## config.mk

```make
export PLATFORM = sky130hd
export DESIGN_NAME = rvfi_trace_top
export DESIGN_NICKNAME = d
export VERILOG_FILES = /design/src/hdl/trace_pkg.sv /design/src/hdl/insn_decoder.sv /design/src/hdl/operand_calc.sv /design/src/hdl/rvfi_trace_top.sv /design/src/hdl/trace_record_reg.sv
export SDC_FILE = /design/constraint.sdc
export NUM_CORES = 1
export LEC_CHECK = 0
export BUFFER_PORTS_ARGS = -buffer_cell sky130_fd_sc_hd__buf_2
export CAP_MARGIN = 20
export CORE_AREA = 2 2 261 263
export DETAILED_ROUTE_END_ITERATION = 7
export DIE_AREA = 0 0 263 265
export PLACE_DENSITY = 0.54
export SLEW_MARGIN = 20
export SYNTH_ARGS = -nofsm -noshare
export SYNTH_HDL_FRONTEND = slang
export SYNTH_SLANG_ARGS = --single-unit
```

## constraint.sdc

```tcl
create_clock -name clk_i -period 2.4 [get_ports clk_i]
set_input_delay 0.24 -clock clk_i [delete_from_list [all_inputs] [get_ports clk_i]]
set_output_delay 0.24 -clock clk_i [all_outputs]
set_load 0.01 [all_outputs]
```

## src/hdl/trace_pkg.sv

```systemverilog
// #########################################################################
// Shared types and codes for the RVFI trace recorder. RV32I base set only,
// so compressed, M and B encodings have no mnemonic code here.
// #########################################################################

package trace_pkg;

  typedef logic [31:0] word_t;
  typedef logic [4:0]  reg_addr_t;
  typedef logic [31:0] cycle_t;
  typedef logic [3:0]  mem_mask_t;
  typedef logic [3:0]  insn_class_t;
  typedef logic [5:0]  op_t;
  typedef logic [3:0]  access_mask_t;

  // Bit positions in access_mask_t
  localparam int ACC_RS1 = 0;
  localparam int ACC_RS2 = 1;
  localparam int ACC_RD  = 2;
  localparam int ACC_MEM = 3;

  // RV32I major opcodes
  localparam logic [6:0] OPC_LUI      = 7'b0110111;
  localparam logic [6:0] OPC_AUIPC    = 7'b0010111;
  localparam logic [6:0] OPC_JAL      = 7'b1101111;
  localparam logic [6:0] OPC_JALR     = 7'b1100111;
  localparam logic [6:0] OPC_BRANCH   = 7'b1100011;
  localparam logic [6:0] OPC_LOAD     = 7'b0000011;
  localparam logic [6:0] OPC_STORE    = 7'b0100011;
  localparam logic [6:0] OPC_OPIMM    = 7'b0010011;
  localparam logic [6:0] OPC_OP       = 7'b0110011;
  localparam logic [6:0] OPC_MISC_MEM = 7'b0001111;
  localparam logic [6:0] OPC_SYSTEM   = 7'b1110011;

  // Instruction format classes
  localparam insn_class_t CLASS_U       = 4'd0;
  localparam insn_class_t CLASS_J       = 4'd1;
  localparam insn_class_t CLASS_JALR    = 4'd2;
  localparam insn_class_t CLASS_I       = 4'd3;
  localparam insn_class_t CLASS_SHIFT   = 4'd4;
  localparam insn_class_t CLASS_B       = 4'd5;
  localparam insn_class_t CLASS_LOAD    = 4'd6;
  localparam insn_class_t CLASS_STORE   = 4'd7;
  localparam insn_class_t CLASS_R       = 4'd8;
  localparam insn_class_t CLASS_CSR     = 4'd9;
  localparam insn_class_t CLASS_CSR_IMM = 4'd10;
  localparam insn_class_t CLASS_FENCE   = 4'd11;
  localparam insn_class_t CLASS_SYS     = 4'd12;
  localparam insn_class_t CLASS_INVALID = 4'd15;

  // Mnemonic codes
  localparam op_t OP_LUI     = 6'd0;
  localparam op_t OP_AUIPC   = 6'd1;
  localparam op_t OP_JAL     = 6'd2;
  localparam op_t OP_JALR    = 6'd3;
  localparam op_t OP_BEQ     = 6'd4;
  localparam op_t OP_BNE     = 6'd5;
  localparam op_t OP_BLT     = 6'd6;
  localparam op_t OP_BGE     = 6'd7;
  localparam op_t OP_BLTU    = 6'd8;
  localparam op_t OP_BGEU    = 6'd9;
  localparam op_t OP_LB      = 6'd10;
  localparam op_t OP_LH      = 6'd11;
  localparam op_t OP_LW      = 6'd12;
  localparam op_t OP_LBU     = 6'd13;
  localparam op_t OP_LHU     = 6'd14;
  localparam op_t OP_SB      = 6'd15;
  localparam op_t OP_SH      = 6'd16;
  localparam op_t OP_SW      = 6'd17;
  localparam op_t OP_ADDI    = 6'd18;
  localparam op_t OP_SLTI    = 6'd19;
  localparam op_t OP_SLTIU   = 6'd20;
  localparam op_t OP_XORI    = 6'd21;
  localparam op_t OP_ORI     = 6'd22;
  localparam op_t OP_ANDI    = 6'd23;
  localparam op_t OP_SLLI    = 6'd24;
  localparam op_t OP_SRLI    = 6'd25;
  localparam op_t OP_SRAI    = 6'd26;
  localparam op_t OP_ADD     = 6'd27;
  localparam op_t OP_SUB     = 6'd28;
  localparam op_t OP_SLL     = 6'd29;
  localparam op_t OP_SLT     = 6'd30;
  localparam op_t OP_SLTU    = 6'd31;
  localparam op_t OP_XOR     = 6'd32;
  localparam op_t OP_SRL     = 6'd33;
  localparam op_t OP_SRA     = 6'd34;
  localparam op_t OP_OR      = 6'd35;
  localparam op_t OP_AND     = 6'd36;
  localparam op_t OP_FENCE   = 6'd37;
  localparam op_t OP_FENCE_I = 6'd38;
  localparam op_t OP_CSRRW   = 6'd39;
  localparam op_t OP_CSRRS   = 6'd40;
  localparam op_t OP_CSRRC   = 6'd41;
  localparam op_t OP_CSRRWI  = 6'd42;
  localparam op_t OP_CSRRSI  = 6'd43;
  localparam op_t OP_CSRRCI  = 6'd44;
  localparam op_t OP_ECALL   = 6'd45;
  localparam op_t OP_EBREAK  = 6'd46;
  localparam op_t OP_MRET    = 6'd47;
  localparam op_t OP_DRET    = 6'd48;
  localparam op_t OP_WFI     = 6'd49;
  localparam op_t OP_INVALID = 6'd63;

endpackage

```

## src/hdl/insn_decoder.sv

```systemverilog
// #########################################################################
// Combinational RV32I decoder. Any word whose low bits are not 11 decodes
// as invalid, as do reserved load and store sizes.
// #########################################################################
`timescale 1ns/1ps

module insn_decoder (
  input  trace_pkg::word_t        insn,
  output trace_pkg::insn_class_t  insn_class,
  output trace_pkg::op_t          op,
  output trace_pkg::access_mask_t access
);

  logic [6:0] opcode;
  logic [2:0] funct3;
  logic [6:0] funct7;

  assign opcode = insn[6:0];
  assign funct3 = insn[14:12];
  assign funct7 = insn[31:25];

  // Every major opcode ends in 11, so compressed words fall through to invalid
  always_comb begin
    op = trace_pkg::OP_INVALID;
    case (opcode)
      trace_pkg::OPC_LUI:   op = trace_pkg::OP_LUI;
      trace_pkg::OPC_AUIPC: op = trace_pkg::OP_AUIPC;
      trace_pkg::OPC_JAL:   op = trace_pkg::OP_JAL;
      trace_pkg::OPC_JALR: begin
        if (funct3 == 3'b000) begin
          op = trace_pkg::OP_JALR;
        end
      end
      trace_pkg::OPC_BRANCH: begin
        case (funct3)
          3'b000: op = trace_pkg::OP_BEQ;
          3'b001: op = trace_pkg::OP_BNE;
          3'b100: op = trace_pkg::OP_BLT;
          3'b101: op = trace_pkg::OP_BGE;
          3'b110: op = trace_pkg::OP_BLTU;
          3'b111: op = trace_pkg::OP_BGEU;
          default: op = trace_pkg::OP_INVALID;
        endcase
      end
      trace_pkg::OPC_LOAD: begin
        case (funct3)
          3'b000: op = trace_pkg::OP_LB;
          3'b001: op = trace_pkg::OP_LH;
          3'b010: op = trace_pkg::OP_LW;
          3'b100: op = trace_pkg::OP_LBU;
          3'b101: op = trace_pkg::OP_LHU;
          default: op = trace_pkg::OP_INVALID;
        endcase
      end
      trace_pkg::OPC_STORE: begin
        case (funct3)
          3'b000: op = trace_pkg::OP_SB;
          3'b001: op = trace_pkg::OP_SH;
          3'b010: op = trace_pkg::OP_SW;
          default: op = trace_pkg::OP_INVALID;
        endcase
      end
      trace_pkg::OPC_OPIMM: begin
        case (funct3)
          3'b000: op = trace_pkg::OP_ADDI;
          3'b010: op = trace_pkg::OP_SLTI;
          3'b011: op = trace_pkg::OP_SLTIU;
          3'b100: op = trace_pkg::OP_XORI;
          3'b110: op = trace_pkg::OP_ORI;
          3'b111: op = trace_pkg::OP_ANDI;
          // Shifts carry funct7 in the upper immediate bits
          3'b001: op = (funct7 == 7'b0000000) ? trace_pkg::OP_SLLI : trace_pkg::OP_INVALID;
          default: begin
            if (funct7 == 7'b0000000) begin
              op = trace_pkg::OP_SRLI;
            end else if (funct7 == 7'b0100000) begin
              op = trace_pkg::OP_SRAI;
            end
          end
        endcase
      end
      trace_pkg::OPC_OP: begin
        if (funct7 == 7'b0000000) begin
          case (funct3)
            3'b000: op = trace_pkg::OP_ADD;
            3'b001: op = trace_pkg::OP_SLL;
            3'b010: op = trace_pkg::OP_SLT;
            3'b011: op = trace_pkg::OP_SLTU;
            3'b100: op = trace_pkg::OP_XOR;
            3'b101: op = trace_pkg::OP_SRL;
            3'b110: op = trace_pkg::OP_OR;
            default: op = trace_pkg::OP_AND;
          endcase
        end else if (funct7 == 7'b0100000 && funct3 == 3'b000) begin
          op = trace_pkg::OP_SUB;
        end else if (funct7 == 7'b0100000 && funct3 == 3'b101) begin
          op = trace_pkg::OP_SRA;
        end
      end
      trace_pkg::OPC_MISC_MEM: begin
        if (funct3 == 3'b000) begin
          op = trace_pkg::OP_FENCE;
        end else if (funct3 == 3'b001) begin
          op = trace_pkg::OP_FENCE_I;
        end
      end
      trace_pkg::OPC_SYSTEM: begin
        case (funct3)
          // Privileged instructions match only their full encoding
          3'b000: begin
            case (insn)
              32'h0000_0073: op = trace_pkg::OP_ECALL;
              32'h0010_0073: op = trace_pkg::OP_EBREAK;
              32'h3020_0073: op = trace_pkg::OP_MRET;
              32'h7b20_0073: op = trace_pkg::OP_DRET;
              32'h1050_0073: op = trace_pkg::OP_WFI;
              default: op = trace_pkg::OP_INVALID;
            endcase
          end
          3'b001: op = trace_pkg::OP_CSRRW;
          3'b010: op = trace_pkg::OP_CSRRS;
          3'b011: op = trace_pkg::OP_CSRRC;
          3'b101: op = trace_pkg::OP_CSRRWI;
          3'b110: op = trace_pkg::OP_CSRRSI;
          3'b111: op = trace_pkg::OP_CSRRCI;
          default: op = trace_pkg::OP_INVALID;
        endcase
      end
      default: op = trace_pkg::OP_INVALID;
    endcase
  end

  // Format class follows from the mnemonic
  always_comb begin
    if (op inside {trace_pkg::OP_LUI, trace_pkg::OP_AUIPC}) begin
      insn_class = trace_pkg::CLASS_U;
    end else if (op == trace_pkg::OP_JAL) begin
      insn_class = trace_pkg::CLASS_J;
    end else if (op == trace_pkg::OP_JALR) begin
      insn_class = trace_pkg::CLASS_JALR;
    end else if (op >= trace_pkg::OP_BEQ && op <= trace_pkg::OP_BGEU) begin
      insn_class = trace_pkg::CLASS_B;
    end else if (op >= trace_pkg::OP_LB && op <= trace_pkg::OP_LHU) begin
      insn_class = trace_pkg::CLASS_LOAD;
    end else if (op >= trace_pkg::OP_SB && op <= trace_pkg::OP_SW) begin
      insn_class = trace_pkg::CLASS_STORE;
    end else if (op >= trace_pkg::OP_ADDI && op <= trace_pkg::OP_ANDI) begin
      insn_class = trace_pkg::CLASS_I;
    end else if (op >= trace_pkg::OP_SLLI && op <= trace_pkg::OP_SRAI) begin
      insn_class = trace_pkg::CLASS_SHIFT;
    end else if (op >= trace_pkg::OP_ADD && op <= trace_pkg::OP_AND) begin
      insn_class = trace_pkg::CLASS_R;
    end else if (op inside {trace_pkg::OP_FENCE, trace_pkg::OP_FENCE_I}) begin
      insn_class = trace_pkg::CLASS_FENCE;
    end else if (op >= trace_pkg::OP_CSRRW && op <= trace_pkg::OP_CSRRC) begin
      insn_class = trace_pkg::CLASS_CSR;
    end else if (op >= trace_pkg::OP_CSRRWI && op <= trace_pkg::OP_CSRRCI) begin
      insn_class = trace_pkg::CLASS_CSR_IMM;
    end else if (op >= trace_pkg::OP_ECALL && op <= trace_pkg::OP_WFI) begin
      insn_class = trace_pkg::CLASS_SYS;
    end else begin
      insn_class = trace_pkg::CLASS_INVALID;
    end
  end

  // Branches read both sources but write no rd
  always_comb begin
    access[trace_pkg::ACC_RS1] = insn_class inside {trace_pkg::CLASS_R, trace_pkg::CLASS_I,
        trace_pkg::CLASS_SHIFT, trace_pkg::CLASS_JALR, trace_pkg::CLASS_B,
        trace_pkg::CLASS_LOAD, trace_pkg::CLASS_STORE, trace_pkg::CLASS_CSR};
    access[trace_pkg::ACC_RS2] = insn_class inside {trace_pkg::CLASS_R, trace_pkg::CLASS_B,
        trace_pkg::CLASS_STORE};
    access[trace_pkg::ACC_RD] = insn_class inside {trace_pkg::CLASS_R, trace_pkg::CLASS_I,
        trace_pkg::CLASS_SHIFT, trace_pkg::CLASS_JALR, trace_pkg::CLASS_U, trace_pkg::CLASS_J,
        trace_pkg::CLASS_LOAD, trace_pkg::CLASS_CSR, trace_pkg::CLASS_CSR_IMM};
    access[trace_pkg::ACC_MEM] = insn_class inside {trace_pkg::CLASS_LOAD,
        trace_pkg::CLASS_STORE};
  end

endmodule

```

## src/hdl/operand_calc.sv

```systemverilog
// #########################################################################
// Immediate, target and memory data selection. Purely combinational.
// The U immediate is reported unshifted, as the raw 20-bit field.
// #########################################################################
`timescale 1ns/1ps

module operand_calc (
  input  trace_pkg::word_t       insn,
  input  trace_pkg::word_t       pc,
  input  trace_pkg::word_t       pc_next,
  input  trace_pkg::insn_class_t insn_class,
  input  trace_pkg::mem_mask_t   mem_rmask,
  input  trace_pkg::word_t       mem_rdata,
  input  trace_pkg::word_t       mem_wdata,
  output trace_pkg::word_t       imm,
  output trace_pkg::word_t       target,
  output trace_pkg::word_t       mem_data
);

  trace_pkg::word_t imm_i;
  trace_pkg::word_t imm_s;
  trace_pkg::word_t imm_b;

  assign imm_i = {{20{insn[31]}}, insn[31:20]};
  assign imm_s = {{20{insn[31]}}, insn[31:25], insn[11:7]};
  // B offset is in multiples of two bytes
  assign imm_b = {{19{insn[31]}}, insn[31], insn[7], insn[30:25], insn[11:8], 1'b0};

  always_comb begin
    case (insn_class)
      trace_pkg::CLASS_I,
      trace_pkg::CLASS_JALR,
      trace_pkg::CLASS_LOAD:    imm = imm_i;
      trace_pkg::CLASS_SHIFT:   imm = {27'b0, insn[24:20]};
      trace_pkg::CLASS_STORE:   imm = imm_s;
      trace_pkg::CLASS_B:       imm = imm_b;
      trace_pkg::CLASS_U:       imm = {12'b0, insn[31:12]};
      // CSR address, reported as a number
      trace_pkg::CLASS_CSR,
      trace_pkg::CLASS_CSR_IMM: imm = {20'b0, insn[31:20]};
      // Predecessor and successor sets
      trace_pkg::CLASS_FENCE:   imm = {24'b0, insn[27:20]};
      default:                  imm = '0;
    endcase
  end

  // Jumps take the retired next PC, branches need the computed target
  always_comb begin
    case (insn_class)
      trace_pkg::CLASS_B:    target = pc + imm_b;
      trace_pkg::CLASS_J,
      trace_pkg::CLASS_JALR: target = pc_next;
      default:               target = '0;
    endcase
  end

  assign mem_data = (mem_rmask != '0) ? mem_rdata : mem_wdata;

endmodule

```

## src/hdl/rvfi_trace_top.sv

```systemverilog
// #########################################################################
// RVFI retirement trace recorder. Inputs are sampled only when rvfi_valid
// is high; the record follows one cycle later with a rec_valid pulse.
// The memory data field follows rmask only, rvfi_mem_wmask is not used.
// #########################################################################
`timescale 1ns/1ps

module rvfi_trace_top (
  input  logic                    clk_i,
  input  logic                    rst_ni,
  input  logic                    rvfi_valid,
  input  trace_pkg::word_t        rvfi_insn,
  input  trace_pkg::word_t        rvfi_pc_rdata,
  input  trace_pkg::word_t        rvfi_pc_wdata,
  input  trace_pkg::reg_addr_t    rvfi_rs1_addr,
  input  trace_pkg::reg_addr_t    rvfi_rs2_addr,
  input  trace_pkg::reg_addr_t    rvfi_rd_addr,
  input  trace_pkg::word_t        rvfi_rs1_rdata,
  input  trace_pkg::word_t        rvfi_rs2_rdata,
  input  trace_pkg::word_t        rvfi_rd_wdata,
  input  trace_pkg::word_t        rvfi_mem_addr,
  input  trace_pkg::mem_mask_t    rvfi_mem_rmask,
  input  trace_pkg::mem_mask_t    rvfi_mem_wmask,
  input  trace_pkg::word_t        rvfi_mem_rdata,
  input  trace_pkg::word_t        rvfi_mem_wdata,
  output logic                    rec_valid,
  output trace_pkg::cycle_t       rec_cycle,
  output trace_pkg::word_t        rec_insn,
  output trace_pkg::word_t        rec_pc,
  output trace_pkg::word_t        rec_imm,
  output trace_pkg::word_t        rec_target,
  output trace_pkg::word_t        rec_mem_addr,
  output trace_pkg::word_t        rec_mem_data,
  output trace_pkg::word_t        rec_rs1_data,
  output trace_pkg::word_t        rec_rs2_data,
  output trace_pkg::word_t        rec_rd_data,
  output trace_pkg::reg_addr_t    rec_rs1,
  output trace_pkg::reg_addr_t    rec_rs2,
  output trace_pkg::reg_addr_t    rec_rd,
  output trace_pkg::insn_class_t  rec_insn_class,
  output trace_pkg::op_t          rec_op,
  output trace_pkg::access_mask_t rec_access
);

  trace_pkg::insn_class_t  insn_class;
  trace_pkg::op_t          op;
  trace_pkg::access_mask_t access;
  trace_pkg::word_t        imm;
  trace_pkg::word_t        target;
  trace_pkg::word_t        mem_data;

  insn_decoder decoder_i (
    .insn       (rvfi_insn),
    .insn_class (insn_class),
    .op         (op),
    .access     (access)
  );

  operand_calc calc_i (
    .insn       (rvfi_insn),
    .pc         (rvfi_pc_rdata),
    .pc_next    (rvfi_pc_wdata),
    .insn_class (insn_class),
    .mem_rmask  (rvfi_mem_rmask),
    .mem_rdata  (rvfi_mem_rdata),
    .mem_wdata  (rvfi_mem_wdata),
    .imm        (imm),
    .target     (target),
    .mem_data   (mem_data)
  );

  trace_record_reg record_i (
    .clk_i          (clk_i),
    .rst_ni         (rst_ni),
    .valid          (rvfi_valid),
    .insn           (rvfi_insn),
    .pc             (rvfi_pc_rdata),
    .imm            (imm),
    .target         (target),
    .mem_addr       (rvfi_mem_addr),
    .mem_data       (mem_data),
    .rs1_data       (rvfi_rs1_rdata),
    .rs2_data       (rvfi_rs2_rdata),
    .rd_data        (rvfi_rd_wdata),
    .rs1            (rvfi_rs1_addr),
    .rs2            (rvfi_rs2_addr),
    .rd             (rvfi_rd_addr),
    .insn_class     (insn_class),
    .op             (op),
    .access         (access),
    .rec_valid      (rec_valid),
    .rec_cycle      (rec_cycle),
    .rec_insn       (rec_insn),
    .rec_pc         (rec_pc),
    .rec_imm        (rec_imm),
    .rec_target     (rec_target),
    .rec_mem_addr   (rec_mem_addr),
    .rec_mem_data   (rec_mem_data),
    .rec_rs1_data   (rec_rs1_data),
    .rec_rs2_data   (rec_rs2_data),
    .rec_rd_data    (rec_rd_data),
    .rec_rs1        (rec_rs1),
    .rec_rs2        (rec_rs2),
    .rec_rd         (rec_rd),
    .rec_insn_class (rec_insn_class),
    .rec_op         (rec_op),
    .rec_access     (rec_access)
  );

endmodule

```

## src/hdl/trace_record_reg.sv

```systemverilog
// #########################################################################
// Trace record register. One record per valid strobe, no back-pressure,
// so each record is held only until the next strobe overwrites it.
// #########################################################################
`timescale 1ns/1ps

module trace_record_reg (
  input  logic                    clk_i,
  input  logic                    rst_ni,
  input  logic                    valid,
  input  trace_pkg::word_t        insn,
  input  trace_pkg::word_t        pc,
  input  trace_pkg::word_t        imm,
  input  trace_pkg::word_t        target,
  input  trace_pkg::word_t        mem_addr,
  input  trace_pkg::word_t        mem_data,
  input  trace_pkg::word_t        rs1_data,
  input  trace_pkg::word_t        rs2_data,
  input  trace_pkg::word_t        rd_data,
  input  trace_pkg::reg_addr_t    rs1,
  input  trace_pkg::reg_addr_t    rs2,
  input  trace_pkg::reg_addr_t    rd,
  input  trace_pkg::insn_class_t  insn_class,
  input  trace_pkg::op_t          op,
  input  trace_pkg::access_mask_t access,
  output logic                    rec_valid,
  output trace_pkg::cycle_t       rec_cycle,
  output trace_pkg::word_t        rec_insn,
  output trace_pkg::word_t        rec_pc,
  output trace_pkg::word_t        rec_imm,
  output trace_pkg::word_t        rec_target,
  output trace_pkg::word_t        rec_mem_addr,
  output trace_pkg::word_t        rec_mem_data,
  output trace_pkg::word_t        rec_rs1_data,
  output trace_pkg::word_t        rec_rs2_data,
  output trace_pkg::word_t        rec_rd_data,
  output trace_pkg::reg_addr_t    rec_rs1,
  output trace_pkg::reg_addr_t    rec_rs2,
  output trace_pkg::reg_addr_t    rec_rd,
  output trace_pkg::insn_class_t  rec_insn_class,
  output trace_pkg::op_t          rec_op,
  output trace_pkg::access_mask_t rec_access
);

  trace_pkg::cycle_t cycle_q;

  // Free-running cycle stamp and the record strobe
  always_ff @(posedge clk_i or negedge rst_ni) begin
    if (!rst_ni) begin
      cycle_q   <= '0;
      rec_valid <= 1'b0;
    end else begin
      cycle_q   <= cycle_q + 32'd1;
      rec_valid <= valid;
    end
  end

  // Stamp is the count before this edge's increment
  always_ff @(posedge clk_i) begin
    if (valid) begin
      rec_cycle      <= cycle_q;
      rec_insn       <= insn;
      rec_pc         <= pc;
      rec_imm        <= imm;
      rec_target     <= target;
      rec_mem_addr   <= mem_addr;
      rec_mem_data   <= mem_data;
      rec_rs1_data   <= rs1_data;
      rec_rs2_data   <= rs2_data;
      rec_rd_data    <= rd_data;
      rec_rs1        <= rs1;
      rec_rs2        <= rs2;
      rec_rd         <= rd;
      rec_insn_class <= insn_class;
      rec_op         <= op;
      rec_access     <= access;
    end
  end

endmodule

```

[Word-level counts from Yosys, hierarchy flattened]
Index checks and enable logic that the tools add are counted.
Storage, ports and cells
  input port bits: 314
  register bits: 382
  word-level logic and storage cells: 136
Cells by class
  magnitude comparators: 18
  add/subtract/negate cells: 2
  reductions and logical operators: 25
  mux-type cells: 33
  eq/ne operators: 40
Operators by type and width (number)
  $pmux W32 S7: 1
  $pmux W6 S7: 2
  $pmux W6 S11: 1
  $pmux W32 S2: 1
  $mux W4: 12
  $mux W6: 7
  $pmux W6 S6: 1
  $pmux W5 S7: 1
  $add A32 B1 Y32 const B: 1
  $add A32 B32 Y32: 1
  $eq A32 B21 Y1 const B: 1
  $eq A32 B29 Y1 const B: 1
  $eq A32 B30 Y1 const B: 1
  $eq A32 B31 Y1 const B: 1
  $eq A32 B7 Y1 const B: 1
  $mux W32: 1
  $pmux W6 S5: 1
  $eq A7 B6 Y1 const B: 4
  $eq A7 B7 Y1 const B: 4
  $pmux W5 S5: 1
  $le A6 B6 Y1 const B: 4
  $ge A6 B5 Y1 const B: 3
  $ge A6 B6 Y1 const B: 3
  $le A6 B5 Y1 const B: 3
  31 further kinds: 61

[Longest topological paths before layout]
  word-level depth: 24
  mapped depth: 14

[Modules after synthesis]
From an unflattened synthesis, not the netlist that was laid out.
Second synthesis, totals
  cell total of the unflattened synthesis: 1114
  area, all modules: 16323.2 um2
Modules (own cells, without submodules)
  trace_record_reg: instances 1, area an instance 11957.7 um2, cells each 469, seq. area each 11305.8 um2
  operand_calc: instances 1, area an instance 2851.5 um2, cells each 403, seq. area each 0.0 um2
  insn_decoder: instances 1, area an instance 1514.0 um2, cells each 242, seq. area each 0.0 um2

[Worst setup path after synthesis]
Ideal clock, no wire load.
  kind: input to register
  start: in rvfi_insn[3]
  end: reg record_i.rec_imm[11], data pin
  library setup time: 0.261 ns
  stages: 12
  data arrival time: 2.707 ns
  path slack: -0.568 ns
  cell sequence: buf_6 > or3b_4 > a21oi_2 > a211oi_1 > or4_4 > nor3_4 > inv_2 > nand2_1 > nor2_1 > o211ai_1 > a21boi_1 > a221o_1
Between the ends
  longest elaborated chain between the ends: 22
  elaborated cells on any way between the ends: 80
Ends and longest elaborated chain
  from (decl): RTL line rvfi_trace_top.sv:12  | input trace_pkg::word_t rvfi_insn,
  $eq A32 B29 Y1 (tied with other cells): RTL line insn_decoder.sv:111  | case (insn)
  $pmux W5 S5: RTL line insn_decoder.sv:111
  $pmux W5 S7: RTL line insn_decoder.sv:108  | case (funct3)
  $pmux W6 S11 (*): RTL line insn_decoder.sv:25  | case (opcode)
  via decoder_i.op[1]: RTL line insn_decoder.sv:10  | output trace_pkg::op_t op,
  $ge A6 B6 Y1 / $le A6 B6 Y1 (equally long branches): RTL line insn_decoder.sv:159  | end else if (op >= trace_pkg::OP_ECALL && op <= trace_pkg::OP_WFI) begin
  $logic_and A1 B1 Y1: RTL line insn_decoder.sv:159
  $mux W2: RTL line insn_decoder.sv:159
  (+8 left out)
  $mux W4: RTL line insn_decoder.sv:141  | end else if (op >= trace_pkg::OP_BEQ && op <= trace_pkg::OP_BGEU) begin
  $mux W4: RTL line insn_decoder.sv:139  | end else if (op == trace_pkg::OP_JALR) begin
  $mux W4: RTL line insn_decoder.sv:137  | end else if (op == trace_pkg::OP_JAL) begin
  $mux W4 (*): RTL line insn_decoder.sv:135  | if (op inside {trace_pkg::OP_LUI, trace_pkg::OP_AUIPC}) begin
  $eq A4 B2 Y1 (tied with other cells): RTL line operand_calc.sv:30  | case (insn_class)
  $reduce_or A3 Y1 / $reduce_or A2 Y1 (equally long branches): RTL line operand_calc.sv:30
  $pmux W32 S7 (*): RTL line operand_calc.sv:30
  via calc_i.imm[11]: RTL line operand_calc.sv:15  | output trace_pkg::word_t imm,
  to (signal assigned): RTL line trace_record_reg.sv:64  | rec_imm <= imm;
  to (decl): RTL line trace_record_reg.sv:30  | output trace_pkg::word_t rec_imm,
Mark *: on every way through the listed nets, which the timed path passes. The rest lies on a longest branch.
A chain may end at the register's enable or synchronous reset.

[Worst setup path after layout]
  start: in rvfi_insn[25]
  end: reg record_i.rec_imm[5], data pin
Between the ends
  longest elaborated chain between the ends: 24
  elaborated cells on any way between the ends: 80
Ends and longest elaborated chain (RTL line)
  parallel branches: the longest is 23 deep, another holds $ge A6 B6 Y1
  $pmux W32 S7 (*): operand_calc.sv:30
  via calc_i.imm[5]: operand_calc.sv:15
Mark *: on every way through the listed nets, which the timed path passes.

==> impl_metrics.yaml <==
die:
  rows: 95
  die_w_um: 263
  die_area_um2: 69700
  io_pins: 664
  core_area_um2: 66800
  initial_core_util_pct: 23.4
  die_h_um: 265
power:
  p_sw_mw: 4.37
  p_int_mw: 12.7
  p_leak_nw: 11.7
  p_total_mw: 17.1
  clkPwrFrac_pct: 39.0
  combPwrFrac_pct: 16.2
  power_density_nw_per_um2: 627
  p_sw_share_pct: 25.6
  vdd_drop_max_mv: 0.568
  sequentialPowerShare_pct: 44.8
route:
  routed_via_density: 4.40
  dr.pass1.iters: 5
  final_antenna_net_count: 0
  wirelength_um: 69700
  vias: 14100
  wire_per_inst_um: 21.8
  drc: 0
  initialDrtViolationCount: 832
final_layout:
  final_common_cell: "buf_2"
  fin_util_pct: 40.7
  layout.nets: 2620
  layout-drive-gt1-share_pct: 50.5
  syn2layout_area_growth_pct: 73.9
  stdcell_area_um2: 27200
  final_cell_mix: "buf_2, edfxtp_1, dlygate4sd3_1"
worst_hold_path:
  worst_hold_path.num_cells: 2
  min_path_type: "in2reg"
cts:
  clkSinkCount: 371
  cts-buffers-inserted: 45
  cts_root_buffer: "clkbuf_16"
  htreeDepth: 2
  clockBufferDepth: 3
  clock_latency_ns: 0.58
  cts_tree: "done"
  path_clk_slew_ns: 0.06
synthesis:
  yosys-top-cells-area: "edfxtp_1, dfrtp_1, ha_1"
  synth_top_flop_cell: "edfxtp_1"
  yosysSeqAreaShare_pct: 70.1
  synth.cell_area_um2: 15700
  yosysWarnings: 0
  async_reset_ff_share_pct: 8.89
  avgSynthCellArea_um2: 15.0
  synthesis.instances: 1045
  synthesis.nets: 1391
  synth-edff-count: 338
  ys_seq_elements: 371
  synth_top_area_cell: "edfxtp_1"
  synthDistinctLibCells: 95
  synthDominantCellAreaShare_pct: 64.9
placement:
  place_congestion: 0.916
  placed_area_um2: 21900
  hpwlAfterDp_um: 54200
  port_buffers: 659
worst_setup_path:
  end_kind: "register"
  cp_max_fo: 6
  worstSetupStartpointType: "input port"
  r2r_cells: 9
  required_ns: 2.71
  arrival_ns: 3.04
  timing_worst_setup_path_type: "in2reg"
grt:
  grt_overflow: 0
  grt_max_degree: 66
  grt_usage_pct: 19.2
  antenna_found_initial: 23
  first_global_vias: 14700
  grt_pass1_wl_um: 98200
flow_run:
  cap_violations: 0
timing:
  tightest_slew_ns: 0.810
  relSlewSlack_pct: 46.0
  fin_tns_setup_ns: -12.96
  post-route-min-period_ns: 2.73
  fmax_ghz: 0.367
  hold_violations: 0
  finalWorstSetupSlack_ns: -0.326
  grt_setup_unrepaired: "yes"
  fin_skew_ns: 0.0103
  finalCritPeriodShare_pct: 114
  slew_viol_final: 0
  finalSetupViolations: 60
outcome:
  outcome: "complete, but fails checks"
  violations: "setup timing"
## worst paths after layout
path,start,endpoint,slack [ns]
max in group asynchronous,rst_ni,record_i.cycle_q[30]$_DFF_PN0_,1.58
hold / removal,rvfi_insn[28],record_i.rec_insn[28]$_DFFE_PP_,0.02
hold reg to reg,record_i.cycle_q[25]$_DFF_PN0_,record_i.rec_cycle[25]$_DFFE_PP_,0.46
setup / recovery,rvfi_insn[25],record_i.rec_imm[5]$_DFFE_PP_,-0.33
setup reg to reg,record_i.cycle_q[3]$_DFF_PN0_,record_i.cycle_q[29]$_DFF_PN0_,0.15
min in group asynchronous,rst_ni,record_i.cycle_q[3]$_DFF_PN0_,0.30
## routing by layer
metal / part of all wire, % / global-route usage [%]
met2: 50 / 33.2
met5: 0.11 / 0
met3: 7.1 / 5.82
met4: 3.4 / 7.32
met1: 39 / 22.4
## stage by stage
stage	setup slack [ns]	instances	hold slack [ns]
finish	-0.326	3195	0.0158
global route	-0.432	3195	0.0155
CTS	-0.250	3176	0.000941
detailed placement	-0.978	2781	0.364
global placement	-0.971	2781	0.352
floorplan	-0.537	1045	-0.0556
## critical path, stage by stage
cell and delay (ns):
buf_8 0.10, or4_4 0.60, buf_12 0.17, nor4_4 0.20, buf_4 0.20, a221oi_4 0.06, o2bb2ai_2 0.14, nor3_4 0.22
buf_12 0.16, buf_6 0.10, nand3_4 0.10, a2bb2oi_4 0.17, nand3_4 0.15, buf_4 0.14, nand3_4 0.07, a22o_2 0.20
## power groups by stage
stage	Sequential (mW)	Combinational, mW	Clock [mW]
3_3_place_gp	7.78	2.25	0
6_report	7.65	2.76	6.65
3_5_place_dp	7.78	2.27	0
2_1_floorplan	7.99	0.553	0
5_1_grt	7.68	2.97	7.07
4_1_cts	7.65	2.74	6.87
## cells by family (layout without fill, tap and decap cells)
kind of cell / Yosys count / after routing / synth area share, %
DFF: 371 / 371 / 70.1
and+or+nand+nor: 256 / 256 / 9.06
buffers and inverters: 65 / 1331 / 2.09
AOI/OAI and AO/OA: 230 / 230 / 10.5
other: 0 / 11 / 0
muxes: 34 / 34 / 2.43
xor gates and xnor gates: 57 / 57 / 3.19
adders and majority gates: 32 / 32 / 2.61
## cells in the mapped netlist, types with 4 or more instances
cell type and n:
or2_2 10, a22oi_1 5, nor2b_1 5, dfrtp_1 33, a21oi_1 35, nor3_1 21, o21ai_0 50, o21ai_1 7
inv_2 5, xnor2_1 35, clkbuf_1 18, nand4_1 12, nand3_1 22, nand2b_1 7, xor2_1 22, o21bai_1 4
and4_1 5, and3_1 11, buf_2 9, a22o_1 9, nor2_1 45, mux2_2 32, a21o_1 26, inv_1 15
ha_1 31, a31oi_1 11, nor4_1 5, edfxtp_1 338, a211oi_1 10, nand2_1 75, o211ai_1 8, o21a_1 9
or3_1 5, buf_4 13, o22ai_1 5
## layout make-up
class,count,area [um^2]
timing repair buffer,1226,8720
inverter,21,92.6
multi-input combinational,609,4860
fill,6355,39600
clock inverter,24,226
sequential,371,11000
tap,873,1090
clock buffer,60,1220
antenna,11,27.5
## timing repair
action	4_1_cts	5_1_grt
pin swaps	36	22
endpoints found under the setup margin	60	66
cloned	3	2
resized for setup	102	71
endpoints found under the hold margin	293	0
hold buffers	292	0
buffers inserted	19	8
No activity file was read; power rests on OpenSTA's default activity.
